File: src/common/arm_params.svh
// core widths and constants
// register file geometry, pc step and flag width
`ifndef ARM_PARAMS_SVH
`define ARM_PARAMS_SVH

// datapath
`define ARM_XLEN        32 // data and address width
`define ARM_REG_ADDR_W  4  // 16 architectural registers

// register 15 reads as instruction address + 8
`define ARM_PC_REG      15

`define ARM_INSTR_BYTES 4  // fetch step
`define ARM_FLAG_W      4  // n z c v

`endif

File: src/common/isaPkg.sv
// instruction-set types for the core
// alu ops, condition codes, immediate formats, opcode classes, flags
`default_nettype none

package isaPkg;

    typedef enum logic [1:0] {
        ALU_ADD = 2'b00,
        ALU_SUB = 2'b01,
        ALU_AND = 2'b10,
        ALU_ORR = 2'b11
    } aluOp_t;

    // instr[31:28], any other code executes always
    typedef enum logic [3:0] {
        EQ = 4'b0000,
        NE = 4'b0001,
        GE = 4'b1010,
        LT = 4'b1011,
        GT = 4'b1100,
        LE = 4'b1101,
        AL = 4'b1110
    } cond_t;

    typedef enum logic [1:0] {
        IMM8  = 2'b00, // data processing, sign extended
        IMM12 = 2'b01, // ldr/str offset, zero extended
        BR24  = 2'b10  // branch word offset
    } immSrc_t;

    typedef enum logic [2:0] {
        DP_ADD, DP_SUB, DP_AND, DP_ORR,
        MEM_LDR, MEM_STR, BRANCH, NOP
    } instrClass_t;

    typedef struct packed {
        logic n;
        logic z;
        logic c; // kept, not read by any condition
        logic v;
    } flags_t;

endpackage

`default_nettype wire

File: src/common/pipePkg.sv
// pipeline types
// decoded control word, stage registers, hazard controls, forwarding selects
`default_nettype none
`include "arm_params.svh"

package pipePkg;

    typedef struct packed {
        logic            regWrite;
        logic            memWrite;
        logic            memToReg;
        logic            aluSrc;      // immediate as operand b
        logic            branch;
        logic            flagWrite;   // subs
        isaPkg::aluOp_t  aluOp;
        isaPkg::immSrc_t immSrc;
        logic            regSrcPc;    // ra1 reads r15
        logic            regSrcStore; // ra2 reads rd, store data
    } decodeCtrl_t;

    // decode/execute register
    typedef struct packed {
        decodeCtrl_t                ctrl;
        logic [`ARM_XLEN-1:0]       rd1;
        logic [`ARM_XLEN-1:0]       rd2;
        logic [`ARM_XLEN-1:0]       extImm;
        logic [`ARM_XLEN-1:0]       pcPlus8;
        logic [`ARM_REG_ADDR_W-1:0] ra1;
        logic [`ARM_REG_ADDR_W-1:0] ra2;
        logic [`ARM_REG_ADDR_W-1:0] wa3;
        isaPkg::cond_t              cond;
    } idEx_t;

    typedef struct packed {
        logic                       regWrite; // already condition gated
        logic                       memToReg;
        logic                       memWrite;
        logic [`ARM_XLEN-1:0]       aluOut;   // also the data address
        logic [`ARM_XLEN-1:0]       writeData;
        logic [`ARM_REG_ADDR_W-1:0] wa3;
    } exMem_t;

    typedef struct packed {
        logic                       regWrite;
        logic                       memToReg;
        logic [`ARM_XLEN-1:0]       aluOut;
        logic [`ARM_XLEN-1:0]       readData;
        logic [`ARM_REG_ADDR_W-1:0] wa3;
    } memWb_t;

    typedef struct packed {
        logic stallF;
        logic stallD;
        logic flushD;
        logic flushE;
    } hazardCtrl_t;

    typedef enum logic [1:0] {
        NONE     = 2'b00,
        FROM_WB  = 2'b01,
        FROM_MEM = 2'b10
    } fwdSel_t;

endpackage

`default_nettype wire

File: src/source/armFetch.sv
// program counter with next-pc select
// fetch/decode register with stall and flush
`default_nettype none
`include "arm_params.svh"

module armFetch (
    input  wire logic                 clk,
    input  wire logic                 rst,
    input  wire logic [`ARM_XLEN-1:0] instrF,
    input  wire pipePkg::hazardCtrl_t hazard,
    input  wire logic                 branchTaken,
    input  wire logic [`ARM_XLEN-1:0] branchTarget,
    output logic      [`ARM_XLEN-1:0] pcF,
    output logic      [`ARM_XLEN-1:0] instrD,
    output logic      [`ARM_XLEN-1:0] pcPlus8D  // value read through r15
);
    logic [`ARM_XLEN-1:0] pcPlus4F;

    assign pcPlus4F = pcF + `ARM_XLEN'(`ARM_INSTR_BYTES);

    always_ff @(posedge clk) begin
        if (rst) begin
            pcF <= '0;
        end else if (branchTaken) begin
            pcF <= branchTarget;  // resolved in execute
        end else if (!hazard.stallF) begin
            pcF <= pcPlus4F;
        end
    end

    always_ff @(posedge clk) begin
        if (rst) begin
            instrD   <= '0;
            pcPlus8D <= '0;
        end else if (!hazard.stallD) begin  // stall wins over flush
            instrD   <= hazard.flushD ? '0 : instrF;
            pcPlus8D <= hazard.flushD ? '0 : pcPlus4F + `ARM_XLEN'(`ARM_INSTR_BYTES);
        end
    end

endmodule

`default_nettype wire

File: src/source/armControl.sv
// instruction decoder
// forwarding selects, load-use and branch hazard controls
`default_nettype none
`include "arm_params.svh"

module armControl (
    input  wire logic                       clk,
    input  wire logic                       rst,
    input  wire logic [`ARM_XLEN-1:0]       instrD,
    input  wire logic [`ARM_REG_ADDR_W-1:0] ra1D,
    input  wire logic [`ARM_REG_ADDR_W-1:0] ra2D,
    input  wire logic [`ARM_REG_ADDR_W-1:0] wa3E,
    input  wire logic                       memToRegE, // load in execute
    input  wire pipePkg::exMem_t            exMem,
    input  wire logic [`ARM_REG_ADDR_W-1:0] wa3W,
    input  wire logic                       regWriteW,
    input  wire logic [`ARM_REG_ADDR_W-1:0] ra1E,
    input  wire logic [`ARM_REG_ADDR_W-1:0] ra2E,
    input  wire logic                       branchTaken,
    output pipePkg::decodeCtrl_t            ctrlD,
    output pipePkg::hazardCtrl_t            hazard,
    output pipePkg::fwdSel_t                fwdA,
    output pipePkg::fwdSel_t                fwdB
);
    import isaPkg::*;
    import pipePkg::*;

    instrClass_t instrClass;
    logic        validD;   // decode register holds a fetched instruction
    logic        ldrStall;

    // mem stage wins over wb, r15 is substituted in execute instead
    function automatic fwdSel_t fwdFor(input logic [`ARM_REG_ADDR_W-1:0] ra);
        if (ra == `ARM_REG_ADDR_W'(`ARM_PC_REG))
            return NONE;
        if (exMem.regWrite && ra == exMem.wa3)
            return FROM_MEM;
        if (regWriteW && ra == wa3W)
            return FROM_WB;
        return NONE;
    endfunction

    // tracks bubbles in the fetch/decode register, an all-zero word decodes as AND
    always_ff @(posedge clk) begin
        if (rst) begin
            validD <= 1'b0;
        end else if (!hazard.stallD) begin
            validD <= !hazard.flushD;
        end
    end

    // --------------------------------------------------
    // decode, opcode class from instr[27:20]
    always_comb begin
        instrClass = NOP;
        if (validD) begin
            casez (instrD[27:20])
                8'b00?_0100_0: instrClass = DP_ADD;  // reg or imm
                8'b00?_0010_?: instrClass = DP_SUB;  // bit 20 is subs
                8'b000_0000_0: instrClass = DP_AND;
                8'b000_1100_0: instrClass = DP_ORR;
                8'b010_1100_1: instrClass = MEM_LDR;
                8'b010_1100_0: instrClass = MEM_STR;
                8'b1010_????:  instrClass = BRANCH;
                default:       instrClass = NOP;
            endcase
        end
    end

    always_comb begin
        ctrlD = '0; // bubble, no writes
        case (instrClass)
            DP_ADD, DP_SUB: begin
                ctrlD.regWrite  = 1'b1;
                ctrlD.aluSrc    = instrD[25];
                ctrlD.aluOp     = (instrClass == DP_SUB) ? ALU_SUB : ALU_ADD;
                ctrlD.flagWrite = (instrClass == DP_SUB) && instrD[20];
            end
            DP_AND: begin
                ctrlD.regWrite = 1'b1;
                ctrlD.aluOp    = ALU_AND;
            end
            DP_ORR: begin
                ctrlD.regWrite = 1'b1;
                ctrlD.aluOp    = ALU_ORR;
            end
            MEM_LDR, MEM_STR: begin
                ctrlD.regWrite    = (instrClass == MEM_LDR);
                ctrlD.memToReg    = (instrClass == MEM_LDR);
                ctrlD.memWrite    = (instrClass == MEM_STR);
                ctrlD.regSrcStore = (instrClass == MEM_STR); // rd is store data
                ctrlD.aluSrc      = 1'b1;                    // base + offset
                ctrlD.immSrc      = IMM12;
            end
            BRANCH: begin
                ctrlD.branch   = 1'b1;
                ctrlD.aluSrc   = 1'b1;
                ctrlD.immSrc   = BR24;
                ctrlD.regSrcPc = 1'b1; // target = pc + 8 + offset
            end
            default: ;
        endcase
    end

    // --------------------------------------------------
    // hazards
    always_comb begin
        fwdA = fwdFor(ra1E);
        fwdB = fwdFor(ra2E);
    end

    assign ldrStall = memToRegE && (ra1D == wa3E || ra2D == wa3E) && validD;

    always_comb begin
        hazard.stallF = ldrStall || ctrlD.branch;  // branch holds pc one cycle
        hazard.stallD = ldrStall;
        hazard.flushD = ctrlD.branch || branchTaken;
        hazard.flushE = ldrStall || branchTaken;   // bubble into execute
    end

endmodule

`default_nettype wire

File: src/source/armDecode.sv
// register file, 16 x 32, two async reads and one write per cycle
// read address select and immediate extension
`default_nettype none
`include "arm_params.svh"

module armDecode (
    input  wire logic                       clk,
    input  wire logic [`ARM_XLEN-1:0]       instrD,
    input  wire pipePkg::decodeCtrl_t       ctrlD,
    input  wire logic                       regWriteW,
    input  wire logic [`ARM_REG_ADDR_W-1:0] wa3W,
    input  wire logic [`ARM_XLEN-1:0]       resultW,
    output logic      [`ARM_REG_ADDR_W-1:0] ra1D,
    output logic      [`ARM_REG_ADDR_W-1:0] ra2D,
    output logic      [`ARM_XLEN-1:0]       rd1D,
    output logic      [`ARM_XLEN-1:0]       rd2D,
    output logic      [`ARM_XLEN-1:0]       extImmD
);
    import isaPkg::*;

    logic [`ARM_XLEN-1:0] regFile [2**`ARM_REG_ADDR_W];

    // rn, or r15 for a branch target
    assign ra1D = ctrlD.regSrcPc ? `ARM_REG_ADDR_W'(`ARM_PC_REG) : instrD[19:16];
    // rm, or rd for store data
    assign ra2D = ctrlD.regSrcStore ? instrD[15:12] : instrD[3:0];

    // written at the falling edge of writeback, so a decode read in that cycle
    // already sees the new value three instructions behind the writer
    always_ff @(negedge clk) begin
        if (regWriteW) begin
            regFile[wa3W] <= resultW;
        end
    end

    assign rd1D = regFile[ra1D];  // r15 entry is replaced in execute
    assign rd2D = regFile[ra2D];

    always_comb begin
        case (ctrlD.immSrc)
            IMM8:    extImmD = {{(`ARM_XLEN-8){instrD[7]}}, instrD[7:0]};
            IMM12:   extImmD = {{(`ARM_XLEN-12){1'b0}}, instrD[11:0]};
            default: extImmD = {{(`ARM_XLEN-26){instrD[23]}}, instrD[23:0], 2'b00}; // words
        endcase
    end

endmodule

`default_nettype wire

File: src/execute/armAlu.sv
// alu with add, subtract, and, or
// nzcv flags, carry and overflow from add/sub only
`default_nettype none
`include "arm_params.svh"

module armAlu (
    input  wire logic [`ARM_XLEN-1:0] a,
    input  wire logic [`ARM_XLEN-1:0] b,
    input  wire isaPkg::aluOp_t       op,
    output logic      [`ARM_XLEN-1:0] result,
    output isaPkg::flags_t            flags
);
    import isaPkg::*;

    logic [`ARM_XLEN-1:0] bOp;    // b, inverted for subtract
    logic [`ARM_XLEN:0]   sum;    // carry out in the msb
    logic                 arith;

    assign arith = (op == ALU_ADD) || (op == ALU_SUB);
    assign bOp   = (op == ALU_SUB) ? ~b : b;
    assign sum   = {1'b0, a} + {1'b0, bOp} + {{`ARM_XLEN{1'b0}}, op == ALU_SUB}; // a + ~b + 1

    always_comb begin
        case (op)
            ALU_AND: result = a & b;
            ALU_ORR: result = a | b;
            default: result = sum[`ARM_XLEN-1:0];
        endcase
    end

    // overflow when operands agree in sign and the result does not
    assign flags = '{n: result[`ARM_XLEN-1],
                     z: result == '0,
                     c: arith && sum[`ARM_XLEN],
                     v: arith && (a[`ARM_XLEN-1] == bOp[`ARM_XLEN-1])
                              && (sum[`ARM_XLEN-1] != a[`ARM_XLEN-1])};

endmodule

`default_nettype wire

File: src/execute/armExecute.sv
// decode/execute register, operand forwarding and alu
// condition check, nzcv flag register, execute/memory register
`default_nettype none
`include "arm_params.svh"

module armExecute (
    input  wire logic                       clk,
    input  wire logic                       rst,
    input  wire pipePkg::decodeCtrl_t       ctrlD,
    input  wire logic [`ARM_XLEN-1:0]       instrD,
    input  wire logic [`ARM_REG_ADDR_W-1:0] ra1D,
    input  wire logic [`ARM_REG_ADDR_W-1:0] ra2D,
    input  wire logic [`ARM_XLEN-1:0]       rd1D,
    input  wire logic [`ARM_XLEN-1:0]       rd2D,
    input  wire logic [`ARM_XLEN-1:0]       extImmD,
    input  wire logic [`ARM_XLEN-1:0]       pcPlus8D,
    input  wire pipePkg::hazardCtrl_t       hazard,
    input  wire pipePkg::fwdSel_t           fwdA,
    input  wire pipePkg::fwdSel_t           fwdB,
    input  wire logic [`ARM_XLEN-1:0]       resultW,
    output pipePkg::exMem_t                 exMem,
    output logic      [`ARM_REG_ADDR_W-1:0] ra1E,
    output logic      [`ARM_REG_ADDR_W-1:0] ra2E,
    output logic      [`ARM_REG_ADDR_W-1:0] wa3E,
    output logic                            memToRegE,
    output logic                            branchTaken,
    output logic      [`ARM_XLEN-1:0]       branchTarget
);
    import isaPkg::*;
    import pipePkg::*;

    idEx_t                idEx;
    flags_t               flagsQ;     // changes only on a passing subs
    flags_t               aluFlags;
    logic [`ARM_XLEN-1:0] srcA, srcB, writeDataE, aluResult;
    logic                 condEx;

    // r15 reads as pc + 8, then forwarding overrides the register value
    function automatic logic [`ARM_XLEN-1:0] pickOperand(
        input fwdSel_t                    sel,
        input logic [`ARM_REG_ADDR_W-1:0] ra,
        input logic [`ARM_XLEN-1:0]       rd
    );
        case (sel)
            FROM_MEM: return exMem.aluOut;
            FROM_WB:  return resultW;
            default:  return (ra == `ARM_REG_ADDR_W'(`ARM_PC_REG)) ? idEx.pcPlus8 : rd;
        endcase
    endfunction

    // --------------------------------------------------
    always_ff @(posedge clk) begin
        if (rst || hazard.flushE) begin
            idEx <= '0;  // bubble
        end else begin
            idEx <= '{ctrl: ctrlD, rd1: rd1D, rd2: rd2D, extImm: extImmD,
                      pcPlus8: pcPlus8D, ra1: ra1D, ra2: ra2D,
                      wa3: instrD[15:12], cond: cond_t'(instrD[31:28])};
        end
    end

    always_comb begin
        srcA       = pickOperand(fwdA, idEx.ra1, idEx.rd1);
        writeDataE = pickOperand(fwdB, idEx.ra2, idEx.rd2);  // also store data
    end

    assign srcB = idEx.ctrl.aluSrc ? idEx.extImm : writeDataE;

    armAlu uAlu (
        .a      (srcA),
        .b      (srcB),
        .op     (idEx.ctrl.aluOp),
        .result (aluResult),
        .flags  (aluFlags)
    );

    // --------------------------------------------------
    // condition on n and z only
    always_comb begin
        case (idEx.cond)
            EQ:      condEx = flagsQ.z;
            NE:      condEx = !flagsQ.z;
            GE:      condEx = flagsQ.z || !flagsQ.n;
            GT:      condEx = !flagsQ.n;
            LE:      condEx = flagsQ.z || flagsQ.n;
            LT:      condEx = flagsQ.n;
            default: condEx = 1'b1;  // AL and unsupported codes
        endcase
    end

    always_ff @(posedge clk) begin
        if (rst) begin
            flagsQ <= flags_t'({`ARM_FLAG_W{1'b0}});
        end else if (idEx.ctrl.flagWrite && condEx) begin
            flagsQ <= aluFlags;
        end
    end

    assign branchTaken  = idEx.ctrl.branch && condEx;
    assign branchTarget = aluResult;  // pc + 8 + offset

    // failed condition cancels both writes
    always_ff @(posedge clk) begin
        if (rst) begin
            exMem <= '0;
        end else begin
            exMem <= '{regWrite: idEx.ctrl.regWrite && condEx,
                       memToReg: idEx.ctrl.memToReg,
                       memWrite: idEx.ctrl.memWrite && condEx,
                       aluOut: aluResult, writeData: writeDataE, wa3: idEx.wa3};
        end
    end

    // hazard view for the control unit
    assign ra1E      = idEx.ra1;
    assign ra2E      = idEx.ra2;
    assign wa3E      = idEx.wa3;
    assign memToRegE = idEx.ctrl.memToReg;

endmodule

`default_nettype wire

File: src/source/armWriteback.sv
// memory/writeback register
// result select between loaded word and alu result
`default_nettype none
`include "arm_params.svh"

module armWriteback (
    input  wire logic                       clk,
    input  wire logic                       rst,
    input  wire pipePkg::exMem_t            exMem,
    input  wire logic [`ARM_XLEN-1:0]       readDataM,
    output logic      [`ARM_XLEN-1:0]       resultW,
    output logic      [`ARM_REG_ADDR_W-1:0] wa3W,
    output logic                            regWriteW
);
    import pipePkg::*;

    memWb_t memWb;

    always_ff @(posedge clk) begin
        if (rst) begin
            memWb <= '0;
        end else begin
            memWb <= '{regWrite: exMem.regWrite, memToReg: exMem.memToReg,
                       aluOut: exMem.aluOut, readData: readDataM, wa3: exMem.wa3};
        end
    end

    assign resultW   = memWb.memToReg ? memWb.readData : memWb.aluOut;  // ldr or alu
    assign wa3W      = memWb.wa3;
    assign regWriteW = memWb.regWrite;

endmodule

`default_nettype wire

File: src/source/armCore.sv
// five-stage pipelined core for a small arm subset
// fetch, decode, execute and writeback stages around the control unit
`default_nettype none
`include "arm_params.svh"

module armCore (
    input  wire logic                 clk,
    input  wire logic                 rst,
    input  wire logic [`ARM_XLEN-1:0] instrF,    // instruction memory, same cycle
    input  wire logic [`ARM_XLEN-1:0] readDataM, // data memory, same cycle
    output logic      [`ARM_XLEN-1:0] pcF,
    output logic      [`ARM_XLEN-1:0] aluOutM,   // data address
    output logic      [`ARM_XLEN-1:0] writeDataM,
    output logic                      memWriteM
);
    import pipePkg::*;

    // decode side
    logic [`ARM_XLEN-1:0]       instrD, pcPlus8D;
    logic [`ARM_XLEN-1:0]       rd1D, rd2D, extImmD;
    logic [`ARM_REG_ADDR_W-1:0] ra1D, ra2D;
    decodeCtrl_t                ctrlD;
    hazardCtrl_t                hazard;
    fwdSel_t                    fwdA, fwdB;

    // execute and memory side
    exMem_t                     exMem;
    logic [`ARM_REG_ADDR_W-1:0] ra1E, ra2E, wa3E;
    logic                       memToRegE;
    logic                       branchTaken;
    logic [`ARM_XLEN-1:0]       branchTarget;

    // writeback side
    logic [`ARM_XLEN-1:0]       resultW;
    logic [`ARM_REG_ADDR_W-1:0] wa3W;
    logic                       regWriteW;

    // --------------------------------------------------
    armFetch uFetch (
        .clk, .rst, .instrF, .hazard, .branchTaken, .branchTarget,
        .pcF, .instrD, .pcPlus8D
    );

    armControl uControl (
        .clk, .rst, .instrD, .ra1D, .ra2D, .wa3E, .memToRegE, .exMem,
        .wa3W, .regWriteW, .ra1E, .ra2E, .branchTaken,
        .ctrlD, .hazard, .fwdA, .fwdB
    );

    armDecode uDecode (
        .clk, .instrD, .ctrlD, .regWriteW, .wa3W, .resultW,
        .ra1D, .ra2D, .rd1D, .rd2D, .extImmD
    );

    armExecute uExecute (
        .clk, .rst, .ctrlD, .instrD, .ra1D, .ra2D, .rd1D, .rd2D, .extImmD,
        .pcPlus8D, .hazard, .fwdA, .fwdB, .resultW,
        .exMem, .ra1E, .ra2E, .wa3E, .memToRegE, .branchTaken, .branchTarget
    );

    armWriteback uWriteback (
        .clk, .rst, .exMem, .readDataM, .resultW, .wa3W, .regWriteW
    );

    // memory stage is just the data memory port
    assign aluOutM    = exMem.aluOut;
    assign writeDataM = exMem.writeData;
    assign memWriteM  = exMem.memWrite;

endmodule

`default_nettype wire

File: config.mk
export PLATFORM = sky130hd
export DESIGN_NAME = armCore
export DESIGN_NICKNAME = d
export VERILOG_FILES = /design/src/common/isaPkg.sv /design/src/common/pipePkg.sv /design/src/source/armFetch.sv /design/src/source/armControl.sv /design/src/source/armDecode.sv /design/src/execute/armAlu.sv /design/src/execute/armExecute.sv /design/src/source/armWriteback.sv /design/src/source/armCore.sv
export VERILOG_INCLUDE_DIRS = /design/src /design/src/common
export SDC_FILE = /design/constraint.sdc
export NUM_CORES = 2
export LEC_CHECK = 0
export BUFFER_PORTS_ARGS = -buffer_cell sky130_fd_sc_hd__buf_2
export CORE_MARGIN = 4
export CORE_UTILIZATION = 25
export CTS_CLUSTER_DIAMETER = 40
export DETAILED_ROUTE_END_ITERATION = 12
export PLACE_DENSITY = 0.49
export SYNTH_ARGS = -nofsm -noshare
export SYNTH_HDL_FRONTEND = slang
export SYNTH_SLANG_ARGS = --single-unit
File: constraint.sdc
create_clock -name clk -period 6.7 [get_ports clk]
set_input_delay 0.335 -clock clk [delete_from_list [all_inputs] [get_ports clk]]
set_output_delay 0.335 -clock clk [all_outputs]
set_load 0.1 [all_outputs]
## Yosys cells after proc, flatten, opt, wreduce, memory -nomap -nowiden

Memories as Yosys holds them, arrays and structs flattened. A register that Yosys moved wholly into a read port is not among the register bits.
Index checks and enable logic that the tools add are counted.

- Flip-flop bits (word level): 328
- RAM bits: 512
- Output and inout bits: 97
- Word-level logic and storage cells: 157
- Memories kept: 1

- Add/sub/neg operators: 4
- Equality and inequality tests: 34
- Mux-type cells: 51
- Bitwise gates (word level): 5
- Reductions and logical operators: 32

Memories:

| name | words | bits a word | read ports | clocked after Yosys merged registers in | wr ports | RTL line | text |
|---|---|---|---|---|---|---|---|
| uDecode.regFile | 16 | 32 | 2 | 2 | 1 | armDecode.sv:21 | `` logic [`ARM_XLEN-1:0] regFile [2**`ARM_REG_ADDR_W]; `` |

Operators with widths:

| operator | number |
|---|---|
| $mux W32 | 9 |
| $pmux W32 S2 | 4 |
| $add A32 B3 Y32 const B | 2 |
| $add A32 B1 Y32 | 1 |
| $add A32 B32 Y32 | 1 |
| $and A32 B32 Y32 | 1 |
| $logic_not A32 Y1 | 1 |
| $not A32 Y32 | 1 |
| $or A32 B32 Y32 | 1 |
| $eq A4 B4 Y1 const B | 7 |
| $eq A4 B4 Y1 | 6 |
| $mux W2 | 12 |
| $pmux W3 S7 | 1 |
| $mux W1 | 17 |
| $eq A8 B7 Y1 const B | 2 |
| $logic_and A1 B1 Y1 | 11 |
| $eq A3 B3 Y1 const B | 3 |
| $eq A2 B1 Y1 const B | 4 |
| $eq A2 B2 Y1 const B | 4 |
| $eq A8 B5 Y1 const B | 1 |
| $logic_not A8 Y1 | 1 |
| $mux W4 | 2 |
| $reduce_or A2 Y1 | 4 |
| $eq A7 B4 Y1 const B | 1 |
| other kinds (18) | 29 |

## Longest topological paths before layout

- Depth after elaboration: 18
- Gate-level depth with buffers: 28
- Depth with buffers taken out: 23

## Hierarchy

Synthesis repeated with hierarchy kept, for this count alone.

- Cells, all modules: 3880
- Area, all modules: 44034.7 µm²

Modules (own cells, without submodules):

| module | instances | cells an instance | area each (µm²) |
|---|---|---|---|
| armDecode | 1 | 1678 | 24333.3 |
| armExecute | 1 | 848 | 8324.2 |
| armFetch | 1 | 624 | 5170.0 |
| armAlu | 1 | 450 | 3093.0 |
| armWriteback | 1 | 187 | 2448.6 |
| armControl | 1 | 93 | 665.6 |

==> reports/results.ini <==
[cts]
cts-root-buf=clkbuf_16
postCtsSetupBuffers=0
clk_path_buf_depth=3
clk_latency_ns=0.78
clkTransAtPathRegs_ns=0.05
cts_tree=done
cts_sinks=898
cts_made_buffers=140
htreeDepth=4

[floorplanning]
die-area_mm2=0.184
die_w_um=429
io_pins=163
fp.dieH_um=429
coreArea_mm2=0.176
num_rows=154
start_util=0.251

[detailed_routing]
drtAntennaViolNets=0
drt_iter0_drc=3932
drt_first_pass_iters=6
routedWlPerCell_um=23.2
vias_per_cell=5.13
vias=38000
totalWireLength_um=172000
drc_errors=0

[synth]
syn_avg_cell_area_um2=10.1
ys_seq_elements=898
synthMuxAreaShare=0.0711
synthAdderAreaFrac=0.0147
synth_top_family_by_area=simple AND/OR/NAND/NOR gates
synthesis.nets=4491
synth.most_common_cell=nand2_1
yosysTopAreaCell=edfxtp_1
ys.warnings.count=0
synthFlopType=edfxtp_1
synthDistinctLibCells=86
netlist.area_leader.share=0.348
synth_simple_gate_area_frac=0.173
ys_seq_area_frac=0.522
synth_edf_count=512
ys_async_sr_fraction=0
postSynthCellCount=4388
synth_area_leaders=edfxtp_1 (35%), dfxtp_1 (17%), nand2_1 (7.1%), mux2i_1 (4.2%), clkbuf_1 (2.3%)
synth_common_cells=nand2_1 (834), edfxtp_1 (512), dfxtp_1 (386)
synth_xor_area_frac=0.0311
syn-cell-area_mm2=0.0442
synth_compound_area_frac=0.142

[power_and_ir_drop]
worst_ir_drop_vdd_mv=0.211
p_seq_frac=0.362
comb_power_share=0.114
power_frac_clock=0.524
p_leak_uw=0.0222
p_int_uw=11900
p_per_area_mw_per_mm2=312
switching_power_uw=5270
switching_share=0.307

[global_routing]
grt_max_degree=138
grt_pass1_wl_um=251000
grt_pass1_vias=37700
antenna_found_initial=7
grt_remaining_overflow=0
grt_use_total=0.181

[worst_setup_path]
crit_path_top_delay_cell=ha_1
cp_num_cells=23
worstPathRequired_ns=7.41
criticalPathCategory=reg2reg
rr_endpoint=uExecute.flagsQ[2]
worstPathMaxFanout=16
r2r-start=uExecute.ra1E[1]
cp_top_family=compound AO/OA/AOI/OAI gates
critPathMaxStageDelay_ns=0.66
worst_setup_path_end_kind=flop
reg2reg_depth=23
cp_cell_sequence=xnor2_1 > nand2_1 > nor4_1 > nor3_1 > inv_1 > ha_1 > a221oi_1 > a21oi_1 > nand2b_1 > a21boi_0 > fa_1 > nand2b_1 > a211oi_1 > buf_4 > nor2_1 > a211oi_1 > a21oi_1 > o221ai_1 > nand3b_1 > nor4b_1 > and4_1 > and4_1 > a31o_1
worst_setup_path_start_kind=flop
path_buf_inv=2
rrSetupSlack_ns=0.51
cp.arrival_ns=6.90

[hold_path]
hold_end=uExecute.exMem[30]
min_path_type=in2reg
min_path_cells=2
hold_path_startpoint=rst

[timing]
max_slew_margin=0.281
tns_ns=0
finalCriticalPeriod_ns=6.19
skew_ns=0.0449
finalHoldViolations=0
fmax_ghz=0.161
slew_violations=0
worst_pin_slew_ns=1.08
setup_violations=0
finalCritPeriodShare=0.924
rsz0062_at_grt=false
setup_ws_ns=0.506

[final_layout]
fin_area_mm2=0.0550
syn_to_final_growth_pct=24.5
multi_input_comb_area_mm2=0.0194
nets=5054
fillers=18300
seq_area_mm2=0.0231
final_layout_size_suffix_gt1_frac=0.129

[placement]
port_buffers=162
place_congestion=0.891
dp_hpwl_um=110000
postPlaceCellArea_mm2=0.0474
place_ws_ns=0.669

[flow_run]
maxCapViolations=0

[outcome]
status=completed

==> worst max path at each step <==
stage / start / slack (ns) / end
3_3_place_gp: uWriteback.wa3W[2] / 0.64 / uExecute.flagsQ[2]
6_report: uExecute.ra1E[1] / 0.51 / uExecute.flagsQ[2]
4_1_cts: uWriteback.wa3W[2] / 0.62 / uExecute.flagsQ[2]
5_1_grt: uWriteback.wa3W[2] / 0.05 / uExecute.flagsQ[2]
2_1_floorplan: uWriteback.wa3W[0] / 0.11 / uDecode.regFile[8][0]
3_5_place_dp: uWriteback.wa3W[2] / 0.67 / uExecute.flagsQ[2]
==> placed cells by master, fill, tap and decap left out, types with 19 or more instances in the layout <==
master and instances:
inv_1 557, nor2b_1 107, xnor2_1 107, bufinv_16 20, a221oi_1 79, clkbuf_16 146, mux2i_1 183, o211ai_1 39
edfxtp_1 512, mux2_2 45, buf_2 161, nand3_1 158, nor2_1 235, a32oi_1 32, a22oi_1 59, xor2_1 50
nor3_1 34, dfxtp_1 382, o21ai_0 116, mux4_2 32, nor4_1 20, dlygate4sd3_1 64, ha_1 33, nand2b_1 44
and2_1 75, o221ai_1 68, a311oi_1 98, a211oi_1 76, and3_1 75, inv_6 32, buf_12 19, nand2_1 833
buf_4 84, a21oi_1 106, a31oi_1 87
==> per-stage QoR <==
stage	util	total power, µW	hold WS [ns]	instances
6_report	0.313	17200	0.0451	7413
3_5_place_dp	0.269	8680	0.442	6574
2_1_floorplan	-	8030	0.406	4388
5_1_grt	0.313	18000	0.0572	7411
4_1_cts	0.312	17400	0.0197	7411
3_3_place_gp	0.269	8680	0.438	6574
==> power by group through the flow <==
stage / Clock (µW) / Sequential [µW] / Combinational (µW)
finish: 9020 / 6230 / 1950
global route: 9730 / 6230 / 2080
CTS: 9200 / 6230 / 1950
detailed placement: 453 / 6320 / 1910
global placement: 453 / 6320 / 1910
floorplan: 453 / 6200 / 1380
==> layout make-up <==
class / instances / share of cell area
clock buffers: 163 / 0.0684
diodes: 2 / 0.0000909
clock inverters: 611 / 0.0587
flip-flops and latches: 898 / 0.420
multi-input cells: 3026 / 0.352
inverters: 44 / 0.00300
well taps: 2340 / 0.0532
repair buffers: 329 / 0.0449
==> flip-flops by register name, summed over array words and instances (netlist names) <==
register,count
uWriteback.wa3W,4
uFetch.pcPlus8D,32
uFetch.instrD,32
uFetch.pcF,32
uExecute.ra1E,4
uExecute.wa3E,4
uExecute.exMem,71
uWriteback.memWb,65
uExecute.flagsQ,2
uControl.validD,1
uDecode.regFile,512
uExecute.idEx,133
uWriteback.regWriteW,1
uExecute.memToRegE,1
uExecute.ra2E,4
==> repair_timing <==
| item | 4_1_cts | 5_1_grt |
|---|---|---|
| setup endpoints to repair | 0 | 1 |
| hold buffers | 64 | 0 |
| resized for setup | 0 | 1 |
| hold endpoints to repair | 64 | 0 |
==> layer usage <==
metal | share of wire | up-vias | global-route usage
li1 | - | 17200 | -
met1 | 0.43 | 18900 | 0.240
met2 | 0.46 | 1591 | 0.281
met3 | 0.068 | 313 | 0.0356
met4 | 0.042 | 0 | 0.0876
met5 | 0 | - | 0
==> logic make-up (layout without fill, tap and decap cells) <==
family,Yosys count,in the layout
mux,268,268
buf+inv,464,1147
fa+ha+maj,55,55
compound gates,864,864
other cells,0,2
flops,898,898
xor+xnor,157,157
simple gates,1682,1682
Power figures use the tool's default switching activity.
